### config.mk
export PLATFORM = sky130hd
export DESIGN_NAME = pdm2pcm
export DESIGN_NICKNAME = d
export VERILOG_FILES = /design/src/hw/pdm2pcm_pkg.sv /design/src/hw/pdm2pcm_if.sv /design/src/hw/pdm_core.sv /design/src/hw/pcm_fifo.sv /design/src/hw/pdm2pcm_regs.sv /design/src/hw/pdm2pcm.sv
export SDC_FILE = /design/constraint.sdc
export NUM_CORES = 1
export LEC_CHECK = 0
export ABC_AREA = 1
export BUFFER_PORTS_ARGS = -buffer_cell sky130_fd_sc_hd__buf_2
export CORE_MARGIN = 3
export CORE_UTILIZATION = 60
export CTS_CLUSTER_SIZE = 16
export DETAILED_ROUTE_END_ITERATION = 10
export GPL_TIMING_DRIVEN = 0
export PLACE_DENSITY_LB_ADDON = 0.12
export SLEW_MARGIN = 5
export SYNTH_ARGS = -nofsm -noshare
export SYNTH_HDL_FRONTEND = slang
export SYNTH_SLANG_ARGS = --single-unit
### constraint.sdc
create_clock -name clk_i -period 7.2 [get_ports clk_i]
set_clock_uncertainty 0.15 [all_clocks]
set_input_delay 0.36 -clock clk_i [delete_from_list [all_inputs] [get_ports clk_i]]
set_output_delay 0.36 -clock clk_i [all_outputs]
set_load 0.05 [all_outputs]
### src/hw/pdm2pcm_pkg.sv
// PDM to PCM peripheral sizes, register map and bit positions
`default_nettype none

package pdm2pcm_pkg;

  // Datapath and buffer sizes
  localparam int unsigned PCM_W      = 18;
  localparam int unsigned CIC_ORDER  = 4;
  localparam int unsigned FIFO_DEPTH = 8;
  localparam int unsigned FIFO_CNT_W = 4;
  localparam int unsigned FIFO_PTR_W = $clog2(FIFO_DEPTH);

  // Register field widths
  localparam int unsigned CLKDIV_W   = 16;
  localparam int unsigned DECIM_W    = 4;
  localparam int unsigned APB_ADDR_W = 12;

  // Register offsets
  localparam logic [APB_ADDR_W-1:0] ADDR_CONTROL = 12'h000;
  localparam logic [APB_ADDR_W-1:0] ADDR_STATUS  = 12'h004;
  localparam logic [APB_ADDR_W-1:0] ADDR_CLKDIV  = 12'h008;
  localparam logic [APB_ADDR_W-1:0] ADDR_DECIM   = 12'h00C;
  localparam logic [APB_ADDR_W-1:0] ADDR_REACH   = 12'h010;
  localparam logic [APB_ADDR_W-1:0] ADDR_RXDATA  = 12'h020;

  // CONTROL bits
  localparam int unsigned CTRL_EN_BIT    = 0;
  localparam int unsigned CTRL_CLEAR_BIT = 1;

  // STATUS bits
  localparam int unsigned STAT_EMPTY_BIT = 0;
  localparam int unsigned STAT_FULL_BIT  = 1;
  localparam int unsigned STAT_REACH_BIT = 2;

endpackage : pdm2pcm_pkg

`default_nettype wire

### src/hw/pdm2pcm_if.sv
// Configuration and FIFO read interfaces between the PDM to PCM blocks
`default_nettype none

interface pdm_cfg_if;

  logic                             enable;
  logic                             clear;
  logic [pdm2pcm_pkg::CLKDIV_W-1:0] clkdiv;
  logic [pdm2pcm_pkg::DECIM_W-1:0]  decim;

  modport regs (
    output enable,
    output clear,
    output clkdiv,
    output decim
  );

  modport core (
    input enable,
    input clear,
    input clkdiv,
    input decim
  );

  // The FIFO only needs the flush request
  modport fifo (
    input clear
  );

endinterface : pdm_cfg_if

interface pcm_rd_if;

  logic [pdm2pcm_pkg::PCM_W-1:0]      rdata;
  logic                               pop;
  logic                               empty;
  logic                               full;
  logic [pdm2pcm_pkg::FIFO_CNT_W-1:0] usage;

  modport regs (
    input  rdata,
    output pop,
    input  empty,
    input  full,
    input  usage
  );

  modport fifo (
    output rdata,
    input  pop,
    output empty,
    output full,
    output usage
  );

endinterface : pcm_rd_if

`default_nettype wire

### src/hw/pdm_core.sv
// PDM core with microphone clock divider, bit sampler and fourth-order CIC decimator
`default_nettype none

module pdm_core (
  input  logic                          clk_i,
  input  logic                          reset_i,
  pdm_cfg_if.core                       cfg_i,
  input  logic                          pdm_i,
  output logic                          pdm_clk_o,
  output logic [pdm2pcm_pkg::PCM_W-1:0] pcm_o,
  output logic                          pcm_valid_o
);

  logic [pdm2pcm_pkg::CLKDIV_W-1:0] div_cnt;
  logic                             pdm_clk_q;
  logic                             run;
  logic                             sample_stb;
  logic [pdm2pcm_pkg::DECIM_W-1:0]  samp_cnt;
  logic                             decim_pt;
  logic [pdm2pcm_pkg::PCM_W-1:0]    pdm_val;
  logic [pdm2pcm_pkg::PCM_W-1:0]    integ    [pdm2pcm_pkg::CIC_ORDER];
  logic [pdm2pcm_pkg::PCM_W-1:0]    comb_dly [pdm2pcm_pkg::CIC_ORDER];
  logic [pdm2pcm_pkg::PCM_W-1:0]    comb_in  [pdm2pcm_pkg::CIC_ORDER];
  logic [pdm2pcm_pkg::PCM_W-1:0]    comb_out [pdm2pcm_pkg::CIC_ORDER];
  logic [pdm2pcm_pkg::PCM_W-1:0]    pcm_q;
  logic                             pcm_valid_q;

  // Clear and disable both hold the whole datapath in its idle state
  assign run = cfg_i.enable && !cfg_i.clear;

  // Strobe on the cycle where the PDM clock goes high
  assign sample_stb = run && !pdm_clk_q && (div_cnt >= cfg_i.clkdiv);
  assign decim_pt   = sample_stb && (samp_cnt >= cfg_i.decim);

  // Bit 1 maps to +1, bit 0 maps to -1
  assign pdm_val = {{(pdm2pcm_pkg::PCM_W-1){~pdm_i}}, 1'b1};

  assign pdm_clk_o   = pdm_clk_q;
  assign pcm_o       = pcm_q;
  assign pcm_valid_o = pcm_valid_q;

  // Half period of the PDM clock is clkdiv+1 cycles
  always_ff @(posedge clk_i) begin
    if (reset_i || !run) begin
      div_cnt   <= '0;
      pdm_clk_q <= 1'b0;
    end else if (div_cnt >= cfg_i.clkdiv) begin
      div_cnt   <= '0;
      pdm_clk_q <= ~pdm_clk_q;
    end else begin
      div_cnt <= div_cnt + 1'b1;
    end
  end

  // Integrator cascade, wraps modulo 2^PCM_W
  always_ff @(posedge clk_i) begin
    if (reset_i || !run) begin
      for (int k = 0; k < pdm2pcm_pkg::CIC_ORDER; k++) begin
        integ[k] <= '0;
      end
    end else if (sample_stb) begin
      integ[0] <= integ[0] + pdm_val;
      for (int k = 1; k < pdm2pcm_pkg::CIC_ORDER; k++) begin
        integ[k] <= integ[k] + integ[k-1];
      end
    end
  end

  // Comb chain at the decimated rate, differential delay of one
  always_comb begin
    comb_in[0]  = integ[pdm2pcm_pkg::CIC_ORDER-1];
    comb_out[0] = comb_in[0] - comb_dly[0];
    for (int k = 1; k < pdm2pcm_pkg::CIC_ORDER; k++) begin
      comb_in[k]  = comb_out[k-1];
      comb_out[k] = comb_in[k] - comb_dly[k];
    end
  end

  always_ff @(posedge clk_i) begin
    if (reset_i || !run) begin
      samp_cnt    <= '0;
      pcm_valid_q <= 1'b0;
      for (int k = 0; k < pdm2pcm_pkg::CIC_ORDER; k++) begin
        comb_dly[k] <= '0;
      end
    end else begin
      pcm_valid_q <= decim_pt;
      if (decim_pt) begin
        samp_cnt <= '0;
        for (int k = 0; k < pdm2pcm_pkg::CIC_ORDER; k++) begin
          comb_dly[k] <= comb_in[k];
        end
      end else if (sample_stb) begin
        samp_cnt <= samp_cnt + 1'b1;
      end
    end
  end

  // Output word, qualified by pcm_valid_o
  always_ff @(posedge clk_i) begin
    if (decim_pt) begin
      pcm_q <= comb_out[pdm2pcm_pkg::CIC_ORDER-1];
    end
  end

endmodule : pdm_core

`default_nettype wire

### src/hw/pcm_fifo.sv
// PCM sample FIFO with flush, drop on full and usage count
`default_nettype none

module pcm_fifo (
  input  logic                          clk_i,
  input  logic                          reset_i,
  pdm_cfg_if.fifo                       cfg_i,
  input  logic [pdm2pcm_pkg::PCM_W-1:0] pcm_i,
  input  logic                          pcm_valid_i,
  pcm_rd_if.fifo                        rd_o
);

  logic [pdm2pcm_pkg::PCM_W-1:0]      mem [pdm2pcm_pkg::FIFO_DEPTH];
  logic [pdm2pcm_pkg::FIFO_PTR_W-1:0] wr_ptr;
  logic [pdm2pcm_pkg::FIFO_PTR_W-1:0] rd_ptr;
  logic [pdm2pcm_pkg::FIFO_CNT_W-1:0] count;
  logic                               push;
  logic                               pop;

  assign rd_o.empty = (count == '0);
  assign rd_o.full  = (count == pdm2pcm_pkg::FIFO_CNT_W'(pdm2pcm_pkg::FIFO_DEPTH));
  assign rd_o.usage = count;
  assign rd_o.rdata = mem[rd_ptr];

  // Samples arriving while full are lost
  assign push = pcm_valid_i && !rd_o.full;
  assign pop  = rd_o.pop && !rd_o.empty;

  always_ff @(posedge clk_i) begin
    if (push) begin
      mem[wr_ptr] <= pcm_i;
    end
  end

  // Pointers wrap naturally since the depth is a power of two
  always_ff @(posedge clk_i) begin
    if (reset_i || cfg_i.clear) begin
      wr_ptr <= '0;
      rd_ptr <= '0;
      count  <= '0;
    end else begin
      if (push) begin
        wr_ptr <= wr_ptr + 1'b1;
      end
      if (pop) begin
        rd_ptr <= rd_ptr + 1'b1;
      end
      if (push && !pop) begin
        count <= count + 1'b1;
      end else if (pop && !push) begin
        count <= count - 1'b1;
      end
    end
  end

endmodule : pcm_fifo

`default_nettype wire

### src/hw/pdm2pcm_regs.sv
// APB register block with control, status, divider, decimation, threshold and RX window
`default_nettype none

module pdm2pcm_regs (
  input  logic                               clk_i,
  input  logic                               reset_i,
  input  logic                               psel_i,
  input  logic                               penable_i,
  input  logic                               pwrite_i,
  input  logic [pdm2pcm_pkg::APB_ADDR_W-1:0] paddr_i,
  input  logic [31:0]                        pwdata_i,
  output logic [31:0]                        prdata_o,
  output logic                               pready_o,
  output logic                               pslverr_o,
  pdm_cfg_if.regs                            cfg_o,
  pcm_rd_if.regs                             rd_o
);

  logic                               access;
  logic                               wr_en;
  logic                               rd_en;
  logic                               addr_hit;
  logic                               ctrl_en_q;
  logic                               clear_q;
  logic [pdm2pcm_pkg::CLKDIV_W-1:0]   clkdiv_q;
  logic [pdm2pcm_pkg::DECIM_W-1:0]    decim_q;
  logic [pdm2pcm_pkg::FIFO_CNT_W-1:0] reach_q;
  logic                               reach_flag;
  logic [31:0]                        rx_word;

  // No wait states, every access completes in one access phase
  assign access    = psel_i && penable_i;
  assign wr_en     = access && pwrite_i;
  assign rd_en     = access && !pwrite_i;
  assign pready_o  = access;
  assign pslverr_o = access && !addr_hit;

  assign cfg_o.enable = ctrl_en_q;
  assign cfg_o.clear  = clear_q;
  assign cfg_o.clkdiv = clkdiv_q;
  assign cfg_o.decim  = decim_q;

  assign reach_flag = (rd_o.usage > reach_q);

  // Head word sign-extended, zero when nothing is buffered
  assign rx_word = rd_o.empty ? 32'd0 :
                   {{(32-pdm2pcm_pkg::PCM_W){rd_o.rdata[pdm2pcm_pkg::PCM_W-1]}}, rd_o.rdata};

  // Reading the window consumes the head at the end of the access
  assign rd_o.pop = rd_en && (paddr_i == pdm2pcm_pkg::ADDR_RXDATA) && !rd_o.empty;

  always_ff @(posedge clk_i) begin
    if (reset_i) begin
      ctrl_en_q <= 1'b0;
      clear_q   <= 1'b0;
      clkdiv_q  <= '0;
      decim_q   <= '0;
      reach_q   <= '0;
    end else begin
      // Self-clearing flush pulse
      clear_q <= wr_en && (paddr_i == pdm2pcm_pkg::ADDR_CONTROL) &&
                 pwdata_i[pdm2pcm_pkg::CTRL_CLEAR_BIT];
      if (wr_en) begin
        case (paddr_i)
          pdm2pcm_pkg::ADDR_CONTROL: ctrl_en_q <= pwdata_i[pdm2pcm_pkg::CTRL_EN_BIT];
          pdm2pcm_pkg::ADDR_CLKDIV:  clkdiv_q  <= pwdata_i[pdm2pcm_pkg::CLKDIV_W-1:0];
          pdm2pcm_pkg::ADDR_DECIM:   decim_q   <= pwdata_i[pdm2pcm_pkg::DECIM_W-1:0];
          pdm2pcm_pkg::ADDR_REACH:   reach_q   <= pwdata_i[pdm2pcm_pkg::FIFO_CNT_W-1:0];
          default: begin
          end
        endcase
      end
    end
  end

  // Read mux and address decode
  always_comb begin
    prdata_o = '0;
    addr_hit = 1'b1;
    case (paddr_i)
      pdm2pcm_pkg::ADDR_CONTROL: prdata_o[pdm2pcm_pkg::CTRL_EN_BIT] = ctrl_en_q;
      pdm2pcm_pkg::ADDR_STATUS: begin
        prdata_o[pdm2pcm_pkg::STAT_EMPTY_BIT] = rd_o.empty;
        prdata_o[pdm2pcm_pkg::STAT_FULL_BIT]  = rd_o.full;
        prdata_o[pdm2pcm_pkg::STAT_REACH_BIT] = reach_flag;
      end
      pdm2pcm_pkg::ADDR_CLKDIV: prdata_o[pdm2pcm_pkg::CLKDIV_W-1:0] = clkdiv_q;
      pdm2pcm_pkg::ADDR_DECIM:  prdata_o[pdm2pcm_pkg::DECIM_W-1:0]  = decim_q;
      pdm2pcm_pkg::ADDR_REACH:  prdata_o[pdm2pcm_pkg::FIFO_CNT_W-1:0] = reach_q;
      pdm2pcm_pkg::ADDR_RXDATA: prdata_o = rx_word;
      default:                  addr_hit = 1'b0;
    endcase
  end

endmodule : pdm2pcm_regs

`default_nettype wire

### src/hw/pdm2pcm.sv
// PDM to PCM acquisition peripheral top with APB slave and PDM microphone ports
`default_nettype none

module pdm2pcm (
  input  logic                               clk_i,
  input  logic                               reset_i,

  // APB slave
  input  logic                               psel_i,
  input  logic                               penable_i,
  input  logic                               pwrite_i,
  input  logic [pdm2pcm_pkg::APB_ADDR_W-1:0] paddr_i,
  input  logic [31:0]                        pwdata_i,
  output logic [31:0]                        prdata_o,
  output logic                               pready_o,
  output logic                               pslverr_o,

  // PDM microphone
  input  logic                               pdm_i,
  output logic                               pdm_clk_o
);

  logic [pdm2pcm_pkg::PCM_W-1:0] pcm;
  logic                          pcm_valid;

  pdm_cfg_if cfg_if ();
  pcm_rd_if  rd_if ();

  pdm2pcm_regs regs_i (
    .clk_i,
    .reset_i,
    .psel_i,
    .penable_i,
    .pwrite_i,
    .paddr_i,
    .pwdata_i,
    .prdata_o,
    .pready_o,
    .pslverr_o,
    .cfg_o     (cfg_if.regs),
    .rd_o      (rd_if.regs)
  );

  pdm_core core_i (
    .clk_i,
    .reset_i,
    .cfg_i       (cfg_if.core),
    .pdm_i,
    .pdm_clk_o,
    .pcm_o       (pcm),
    .pcm_valid_o (pcm_valid)
  );

  pcm_fifo fifo_i (
    .clk_i,
    .reset_i,
    .cfg_i       (cfg_if.fifo),
    .pcm_i       (pcm),
    .pcm_valid_i (pcm_valid),
    .rd_o        (rd_if.fifo)
  );

endmodule : pdm2pcm

`default_nettype wire

## Word level (Yosys, flattened, before mapping)

Memories as Yosys holds them, arrays and structs flattened. A register that Yosys moved wholly into a read port is not among the register bits.
Cells that the tools add are included.

- Bits in registers: 76
- Bits in latches: 0
- Bits in writable memories: 288
- Memory bits (read-only): 0
- Input bits: 50
- Word-level logic and storage cells: 115
- Memories kept: 3

Memory list:

| name | depth | bits a word | rd ports | clocked after memory_dff | wr ports | RTL line | source |
|---|---|---|---|---|---|---|---|
| fifo_i.mem | 8 | 18 | 1 | 1 | 1 | pcm_fifo.sv:13 | `logic [pdm2pcm_pkg::PCM_W-1:0] mem [pdm2pcm_pkg::FIFO_DEPTH];` |
| core_i.comb_dly | 4 | 18 | 4 | 0 | 4 | pdm_core.sv:22 | `logic [pdm2pcm_pkg::PCM_W-1:0] comb_dly [pdm2pcm_pkg::CIC_ORDER];` |
| core_i.integ | 4 | 18 | 4 | 0 | 4 | pdm_core.sv:21 | `logic [pdm2pcm_pkg::PCM_W-1:0] integ [pdm2pcm_pkg::CIC_ORDER];` |

- Add/sub/neg operators: 14
- Multiply operators: 0
- Divide/modulo/power cells: 0
- Order comparisons: 3
- Equality and inequality tests: 6
- Shifts and indexed selects: 0
- Mux-type cells: 29
- Bitwise gates (word level): 10
- Reduce and logical (&&, ||, !) cells: 37

Operator list:

| operator | count |
|---|---|
| $mux 18 | 8 |
| $add 18x18->18 | 4 |
| $sub 18x18->18 | 4 |
| $mux 32 | 1 |
| $eq 12x4->1 const B | 2 |
| $pmux 12 s2 | 1 |
| $add 16x1->16 const B | 1 |
| $ge 16x16->1 | 1 |
| $logic_and 1x1->1 | 16 |
| $mux 16 | 1 |
| $eq 12x3->1 const B | 1 |
| $eq 12x5->1 const B | 1 |
| $eq 12x6->1 const B | 1 |
| $logic_not 12->1 | 1 |
| $mux 1 | 11 |
| $pmux 2 s5 | 1 |
| $logic_not 1->1 | 9 |
| $add 4x1->4 const B | 2 |
| $mux 4 | 2 |
| $or 1x1->1 | 8 |
| $reduce_and 2->1 | 4 |
| $add 3x1->3 const B | 2 |
| $mux 3 | 2 |
| $pmux 1 s6 | 1 |
| other kinds (11) | 14 |

## Longest topological paths before layout

Gate-level depths: netlist of run 1.

- Word-level depth: 9
- Mapped depth: 38
- Gate-level depth less buffers: 38

## Modules after synthesis

From an unflattened synthesis of run 1, not the netlist that was laid out.

- Cell total of the unflattened synthesis: 2469
- Area total of the unflattened synthesis: 21794.7 um^2

Modules (own cells, without submodules):

| module | instances | cells each | area each (um^2) |
|---|---|---|---|
| pdm_core | 1 | 1584 | 13551.7 |
| pcm_fifo | 1 | 577 | 6439.9 |
| pdm2pcm_regs | 1 | 308 | 1803.0 |

## Worst setup path before layout of run 1

No wires, ideal clock.

- Kind: flip-flop to flip-flop
- Start: memory core_i.integ[0][54] in the netlist's numbering
- End: register core_i.pcm_q (netlist bit core_i.pcm_o[17]), data pin
- Setup time: 0.253 ns
- Arrival time: 5.362 ns
- Path slack: 1.435 ns
- Stages on the path, launching flop included: 39
- Buffers on the path: 0
- Period minus slack after synthesis: 5.765 ns
- Cells stage by stage: edfxtp_1 -> inv_1 -> ha_1 -> fa_1 -> nor2_2 -> o21ai_0 -> nand2_1 -> nand2_1 -> nand2_1 -> a21oi_2 -> o21ai_2 -> a21oi_1 -> nor2_1 -> nor2_1 -> xnor2_1 -> ha_1 -> a21o_1 -> inv_1 -> [... 3 more ...] -> a21oi_1 -> xor2_1 -> inv_1 -> ha_1 -> inv_2 -> nor3_1 -> nand3_1 -> nand2_1 -> xor2_1 -> inv_1 -> ha_1 -> inv_1 -> nor3_1 -> nand2_1 -> o311ai_0 -> inv_1 -> nand3_1 -> nand2_1

RTL lines:

| element | RTL line | source |
|---|---|---|
| start: declaration | pdm_core.sv:21 |  |
| end signal: assignment | pdm_core.sv:102 | `pcm_q <= comb_out[pdm2pcm_pkg::CIC_ORDER-1];` |
| end: declaration | pdm_core.sv:25 | `logic [pdm2pcm_pkg::PCM_W-1:0] pcm_q;` |

==> results.toml, run 1 <==
[routing]
wl_per_cell_um = 16.0
drt_iter0_markers = 1007
wirelength_um = 46500
num_vias = 15915
dr.pass1.iters = 6
drcViolationCount = 0
ant_nets = 0
via_per_inst = 5.47

[synthesis]
synth_warnings = 0
yosys_register_bits = 367
synth_cells = 2282
syn_nets = 2507
yosysSeqAreaShare = 0.491
syn_avg_cell_area_sq_um = 9.29
synth_enable_flop_cells = 306
async_flop_share = 0
synth_cell_types = 58
synth.cell_area_sq_mm = 0.0212
synth_top_flop_cell = "edfxtp_1"

[floorplan]
dieWidth_um = 194
chipHeight_um = 194
fp-row-count = 68
num_io_pins = 85
start_util = 0.611
coreArea_sq_mm = 0.0347
die_area_sq_mm = 0.0376

[clock_tree]
htree_levels = 2
cts.path.max_buffers = 3
tritoncts = "yes"
clockRootBuffer = "clkbuf_16"
clkSinkCount = 367
post_cts_buffers = 0
insertion_delay_ns = 0.54
clk_pin_slew_ns = 0.06
cts_buffers = 41

[global_routing]
use_met1 = 0.315
grt_overflow = 0
busiest_layer = "met2"
grt_max_degree = 58
grt_pass1_wl_um = 76600
grt_pass1_vias = 15773
grt_usage = 0.244
grt_use_met2 = 0.429
antenna_found_initial = 0
grtUsageMet3 = 0.0344

[sta]
rsz0062_at_grt = "no"
worstMarginPinSlew_ns = 1.03
hold_ws_ns = 0.0769
finalHoldViolations = 0
post-route-period-util = 0.919
finalSetupViolCount = 0
slew_viol_final = 0
fin_ws_ns = 0.586
fin_crit_ns = 6.61
max_freq_ghz = 0.151
slew_headroom = 0.313
finalSetupTns_ns = 0

[place]
preCtsSetupSlack_ns = 0.493
hpwl_um = 33500
gp_congestion = 0.882
numPortBuffers = 67
dp_cells = 2815
placed_area_sq_mm = 0.0223

[worst_hold_path]
min_path_type = "primary input to register"
hp-start = "pwrite_i"

[finish]
antenna_cells = 0
design_area_sq_mm = 0.0238
area_growth_pct = 12.5
layout.cells.non_filler = 2907
final.fill_count = 2689
final_util = 0.687
multi_input_area_sq_mm = 0.00921
nets = 2647
most-common-layout-cells = "339 x inv_1, 334 x nor2_1, 307 x nand2_1"
ff_latch_area_sq_mm = 0.0104
drive_above_1_share = 0.0962
final_common_cell = "inv_1"

[pwr]
power.static_leakage_nw = 10.4
irDropWorstVdd_mv = 0.198
pwr_density_cell_mw_per_mm2 = 184
power.total_mw = 4.39

[setup_path]
critical_path_class = "register to register"
cp-end-kind = "register"
crit_slowest_cell = "fa_1"
critPathMostFrequentCell = "nand2_1"
worst_path_largest_cell_delay_ns = 0.42
worst-path-max-fanout = 5
r2r_start = "core_i.integ[0][54]"
cp-start-kind = "register"
worstPathRequired_ns = 7.35
startpoint = "core_i.integ[0][54]"
arrival_ns = 6.76

[status]
status = "complete, no violations"

[flow_run]
maxCapViolations = 0
-- cells in the mapped netlist, types with 9 or more instances --
| master | n | area, sq um |
|---|---|---|
| clkbuf_1 | 38 | 143 |
| xor2_1 | 77 | 674 |
| nand2_1 | 309 | 1160 |
| buf_4 | 14 | 105 |
| o21ai_2 | 10 | 87.6 |
| a31oi_1 | 11 | 68.8 |
| nand4_1 | 15 | 93.8 |
| a211oi_1 | 31 | 233 |
| o32ai_1 | 36 | 315 |
| o21bai_1 | 19 | 143 |
| inv_1 | 339 | 1270 |
| nor3_1 | 20 | 100 |
| nor3b_1 | 11 | 82.6 |
| nand3_1 | 53 | 265 |
| nor2_1 | 343 | 1290 |
| fa_1 | 9 | 180 |
| ha_1 | 166 | 2080 |
| xnor2_1 | 33 | 289 |
| dfxtp_1 | 61 | 1220 |
| edfxtp_1 | 306 | 9190 |
| buf_2 | 10 | 50.1 |
| o21ai_1 | 9 | 45.0 |
| o21ai_0 | 91 | 455 |
| nand2_2 | 9 | 56.3 |
| a21oi_1 | 171 | 856 |
-- timing repair --
item | 4_1_cts | 5_1_grt
endpoints found under the setup margin | 0 | 1
hold endpoints to repair | 26 | 0
gates resized for setup | 0 | 1
hold buffers | 19 | 0
-- registers in the layout, summed over array words and instances, names as in the netlist, 3 cells and up, named ones only --
signal               cells
regs_i.reach_q           4
regs_i.cfg_o.clkdiv     16
fifo_i.wr_ptr            3
core_i.integ            72
fifo_i.mem             144
core_i.comb_dly         72
core_i.pcm_o            18
core_i.samp_cnt          4
core_i.div_cnt          16
fifo_i.rd_o.usage        4
regs_i.cfg_o.decim       4
fifo_i.rd_ptr            3
-- where the power goes --
group | internal (mW) | switching (mW)
registers | 2.27 | 0.0000168
logic | 0.0293 | 0.0408
clock network | 1.20 | 0.851
-- cell type report --
type | count | share of cell area
tap | 455 | 0.0239
buffer | 64 | 0.0128
timing repair buffer | 97 | 0.0305
clock buffer | 50 | 0.0458
sequential | 367 | 0.437
multi-input combinational | 1504 | 0.386
clock inverter | 23 | 0.00960
inverter | 347 | 0.0546
-- per-layer routing --
metal,vias to the layer above,share of wire
li1,7998,-
met1,7432,0.42
met2,402,0.50
met3,83,0.053
met4,0,0.028
met5,-,0
-- cell families after synthesis --
kind of cell | share of synthesized area
xor gates and xnor gates | 0.0470
DFF | 0.491
and+or+nand+nor | 0.159
buffers and inverters | 0.0759
adders and majority gates | 0.107
AOI/OAI and AO/OA | 0.120
-- worst paths after layout --
check,to,slack [ns],cells past startpoint
worst max-delay path,core_i.pcm_o[17],0.59,32
worst min-delay path,register,0.08,4
worst max register to register,core_i.pcm_o[17],0.59,32
worst min register to register,register,0.33,2
-- worst max-delay path, delay by kind of cell, from the launching register on --
kind            cells  cell delay [ns]
simple gates       12             1.41
compound gates      9             1.88
fa+ha+maj           5             1.72
flops               1             0.36
xor+xnor            3             0.61
buf+inv             3             0.25
No activity file was read; power rests on OpenSTA's default activity.
==> run 2, diff against run 1 <==
--- a/config.mk
+++ b/config.mk
@@ -8,7 +8,7 @@
 export ABC_AREA = 1
 export BUFFER_PORTS_ARGS = -buffer_cell sky130_fd_sc_hd__buf_2
 export CORE_MARGIN = 3
-export CORE_UTILIZATION = 60
+export CORE_UTILIZATION = 63
 export CTS_CLUSTER_SIZE = 16
 export DETAILED_ROUTE_END_ITERATION = 10
 export GPL_TIMING_DRIVEN = 0
==> results.toml, run 2 (synthesis results as in run 1) <==
[status]
status = "complete, no violations"

[routing]
dr.pass1.iters = 5
via_per_inst = 5.56
drt_iter0_markers = 941
ant_nets = 0
num_vias = 16096
wirelength_um = 46900
drcViolationCount = 0
wl_per_cell_um = 16.2

[setup_path]
r2r_slack_ns = 0.57
worst-path-max-fanout = 4
r2r_start = "core_i.integ[0][54]"
critical_path_class = "register to register"
worst_path_largest_cell_delay_ns = 0.41
critPathMostFrequentCell = "nand2_1"
worstPathRequired_ns = 7.36
arrival_ns = 6.79
cp-start-kind = "register"
reg2reg_depth = 36
crit-reg2reg-capture = "core_i.pcm_o[17]"
cp-end-kind = "register"
crit_slowest_cell = "fa_1"

[global_routing]
grt_max_degree = 53
antenna_found_initial = 0
grt_overflow = 0
grt_pass1_wl_um = 76900
grt_usage = 0.261
grt_pass1_vias = 16109

[clock_tree]
clockRootBuffer = "clkbuf_16"
clk_pin_slew_ns = 0.06
htree_levels = 2
insertion_delay_ns = 0.55
tritoncts = "yes"
clkSinkCount = 367
cts.path.max_buffers = 3
cts_buffers = 41

[pwr]
seqPwrFrac = 0.513
swShare = 0.198
power.static_leakage_nw = 10.4
pwr_density_cell_mw_per_mm2 = 186
p_switching_uw = 878
pwr-share-clk = 0.471
power.total_mw = 4.43
pwr-share-comb = 0.016
irDropWorstVdd_mv = 0.212
intPower_mw = 3.55

[sta]
finalSetupTns_ns = 0
post-route-period-util = 0.921
max_freq_ghz = 0.151
finalSetupViolCount = 0
hold_ws_ns = 0.0310
finalHoldViolations = 0
fin_crit_ns = 6.63
slew_viol_final = 0
worstMarginPinSlew_ns = 0.957
slew_headroom = 0.362
rsz0062_at_grt = "no"
fin_ws_ns = 0.572

[worst_hold_path]
min_path_type = "primary input to register"
hp-start = "reset_i"
hold_depth = 2
hold_path_end = "regs_i.cfg_o.clkdiv[5]"

[place]
gp_congestion = 0.891
dp_cells = 2802
numPortBuffers = 67
preCtsSetupSlack_ns = 0.490
placed_area_sq_mm = 0.0223
hpwl_um = 33900

[floorplan]
chipHeight_um = 189
dieWidth_um = 189
start_util = 0.645
die_area_sq_mm = 0.0359
num_io_pins = 85
coreArea_sq_mm = 0.0329
fp-row-count = 66

[finish]
largest_reg_flops = 144
most-common-layout-cells = "339 x inv_1, 334 x nor2_1, 307 x nand2_1"
area_growth_pct = 12.5
final_util = 0.726
antenna_cells = 0
largest_register = "fifo_i.mem"
drive_above_1_share = 0.0955
final_common_cell = "inv_1"
design_area_sq_mm = 0.0239
layout.cells.non_filler = 2893
nets = 2645
final.fill_count = 2436
top_regs = "fifo_i.mem x144, core_i.comb_dly x72, core_i.integ x72"

[flow_run]
maxCapViolations = 0
[run 2: cell type report]
class / count / area, sq um / area share
clock inverters: 18 / 209 / 0.00876
plain buffers: 64 / 305 / 0.0128
inverters: 347 / 1300 / 0.0546
repair buffers: 95 / 718 / 0.0301
multi-input cells: 1504 / 9220 / 0.387
clock buffers: 56 / 1130 / 0.0475
flip-flops and latches: 367 / 10400 / 0.436
well taps: 442 / 553 / 0.0232
[run 2: repair_timing]
item / CTS / global route
hold buffers: 16 / 0
endpoints found under the hold margin: 25 / 0
gates resized for setup: 0 / 2
buffers inserted: 0 / 1
endpoints found under the setup margin: 0 / 1
[run 2: layer usage]
layer / wire [um] / up-vias / GRT usage
met5: 0 / - / 0
met1: 19800 / 7568 / 0.323
met2: 23300 / 437 / 0.464
met4: 1510 / 0 / 0.0978
met3: 2340 / 97 / 0.0387
li1: - / 7994 / -
[run 2: how the worst max path moves through the flow]
stage | from | end | slack (ns) | cells past startpoint
after floorplan | core_i.integ[0][54] | core_i.pcm_o[17] | 1.44 | 38
after global placement | core_i.integ[0][54] | core_i.pcm_o[17] | 0.61 | 32
after detailed placement | core_i.integ[0][54] | core_i.pcm_o[17] | 0.49 | 32
after CTS | core_i.integ[0][54] | core_i.pcm_o[17] | 0.47 | 32
after global routing | core_i.integ[0][54] | core_i.pcm_o[17] | 0.07 | 38
final | core_i.integ[0][54] | core_i.pcm_o[17] | 0.57 | 36
[run 2: critical path: cells and delay by family (launching register included)]
kind | cells | cell delay (ns)
compound gates | 8 | 1.30
xor+xnor | 3 | 0.65
fa+ha+maj | 5 | 1.66
buf+inv | 7 | 0.61
flops | 1 | 0.36
simple gates | 13 | 1.63
[run 2: power by group through the flow]
stage / registers (mW) / clock network, mW / logic [mW]
2_1_floorplan: 2.31 / 0 / 0.0405
3_3_place_gp: 2.31 / 0 / 0.0604
3_5_place_dp: 2.31 / 0 / 0.0619
4_1_cts: 2.27 / 2.12 / 0.0688
5_1_grt: 2.27 / 2.21 / 0.0775
6_report: 2.27 / 2.09 / 0.0709
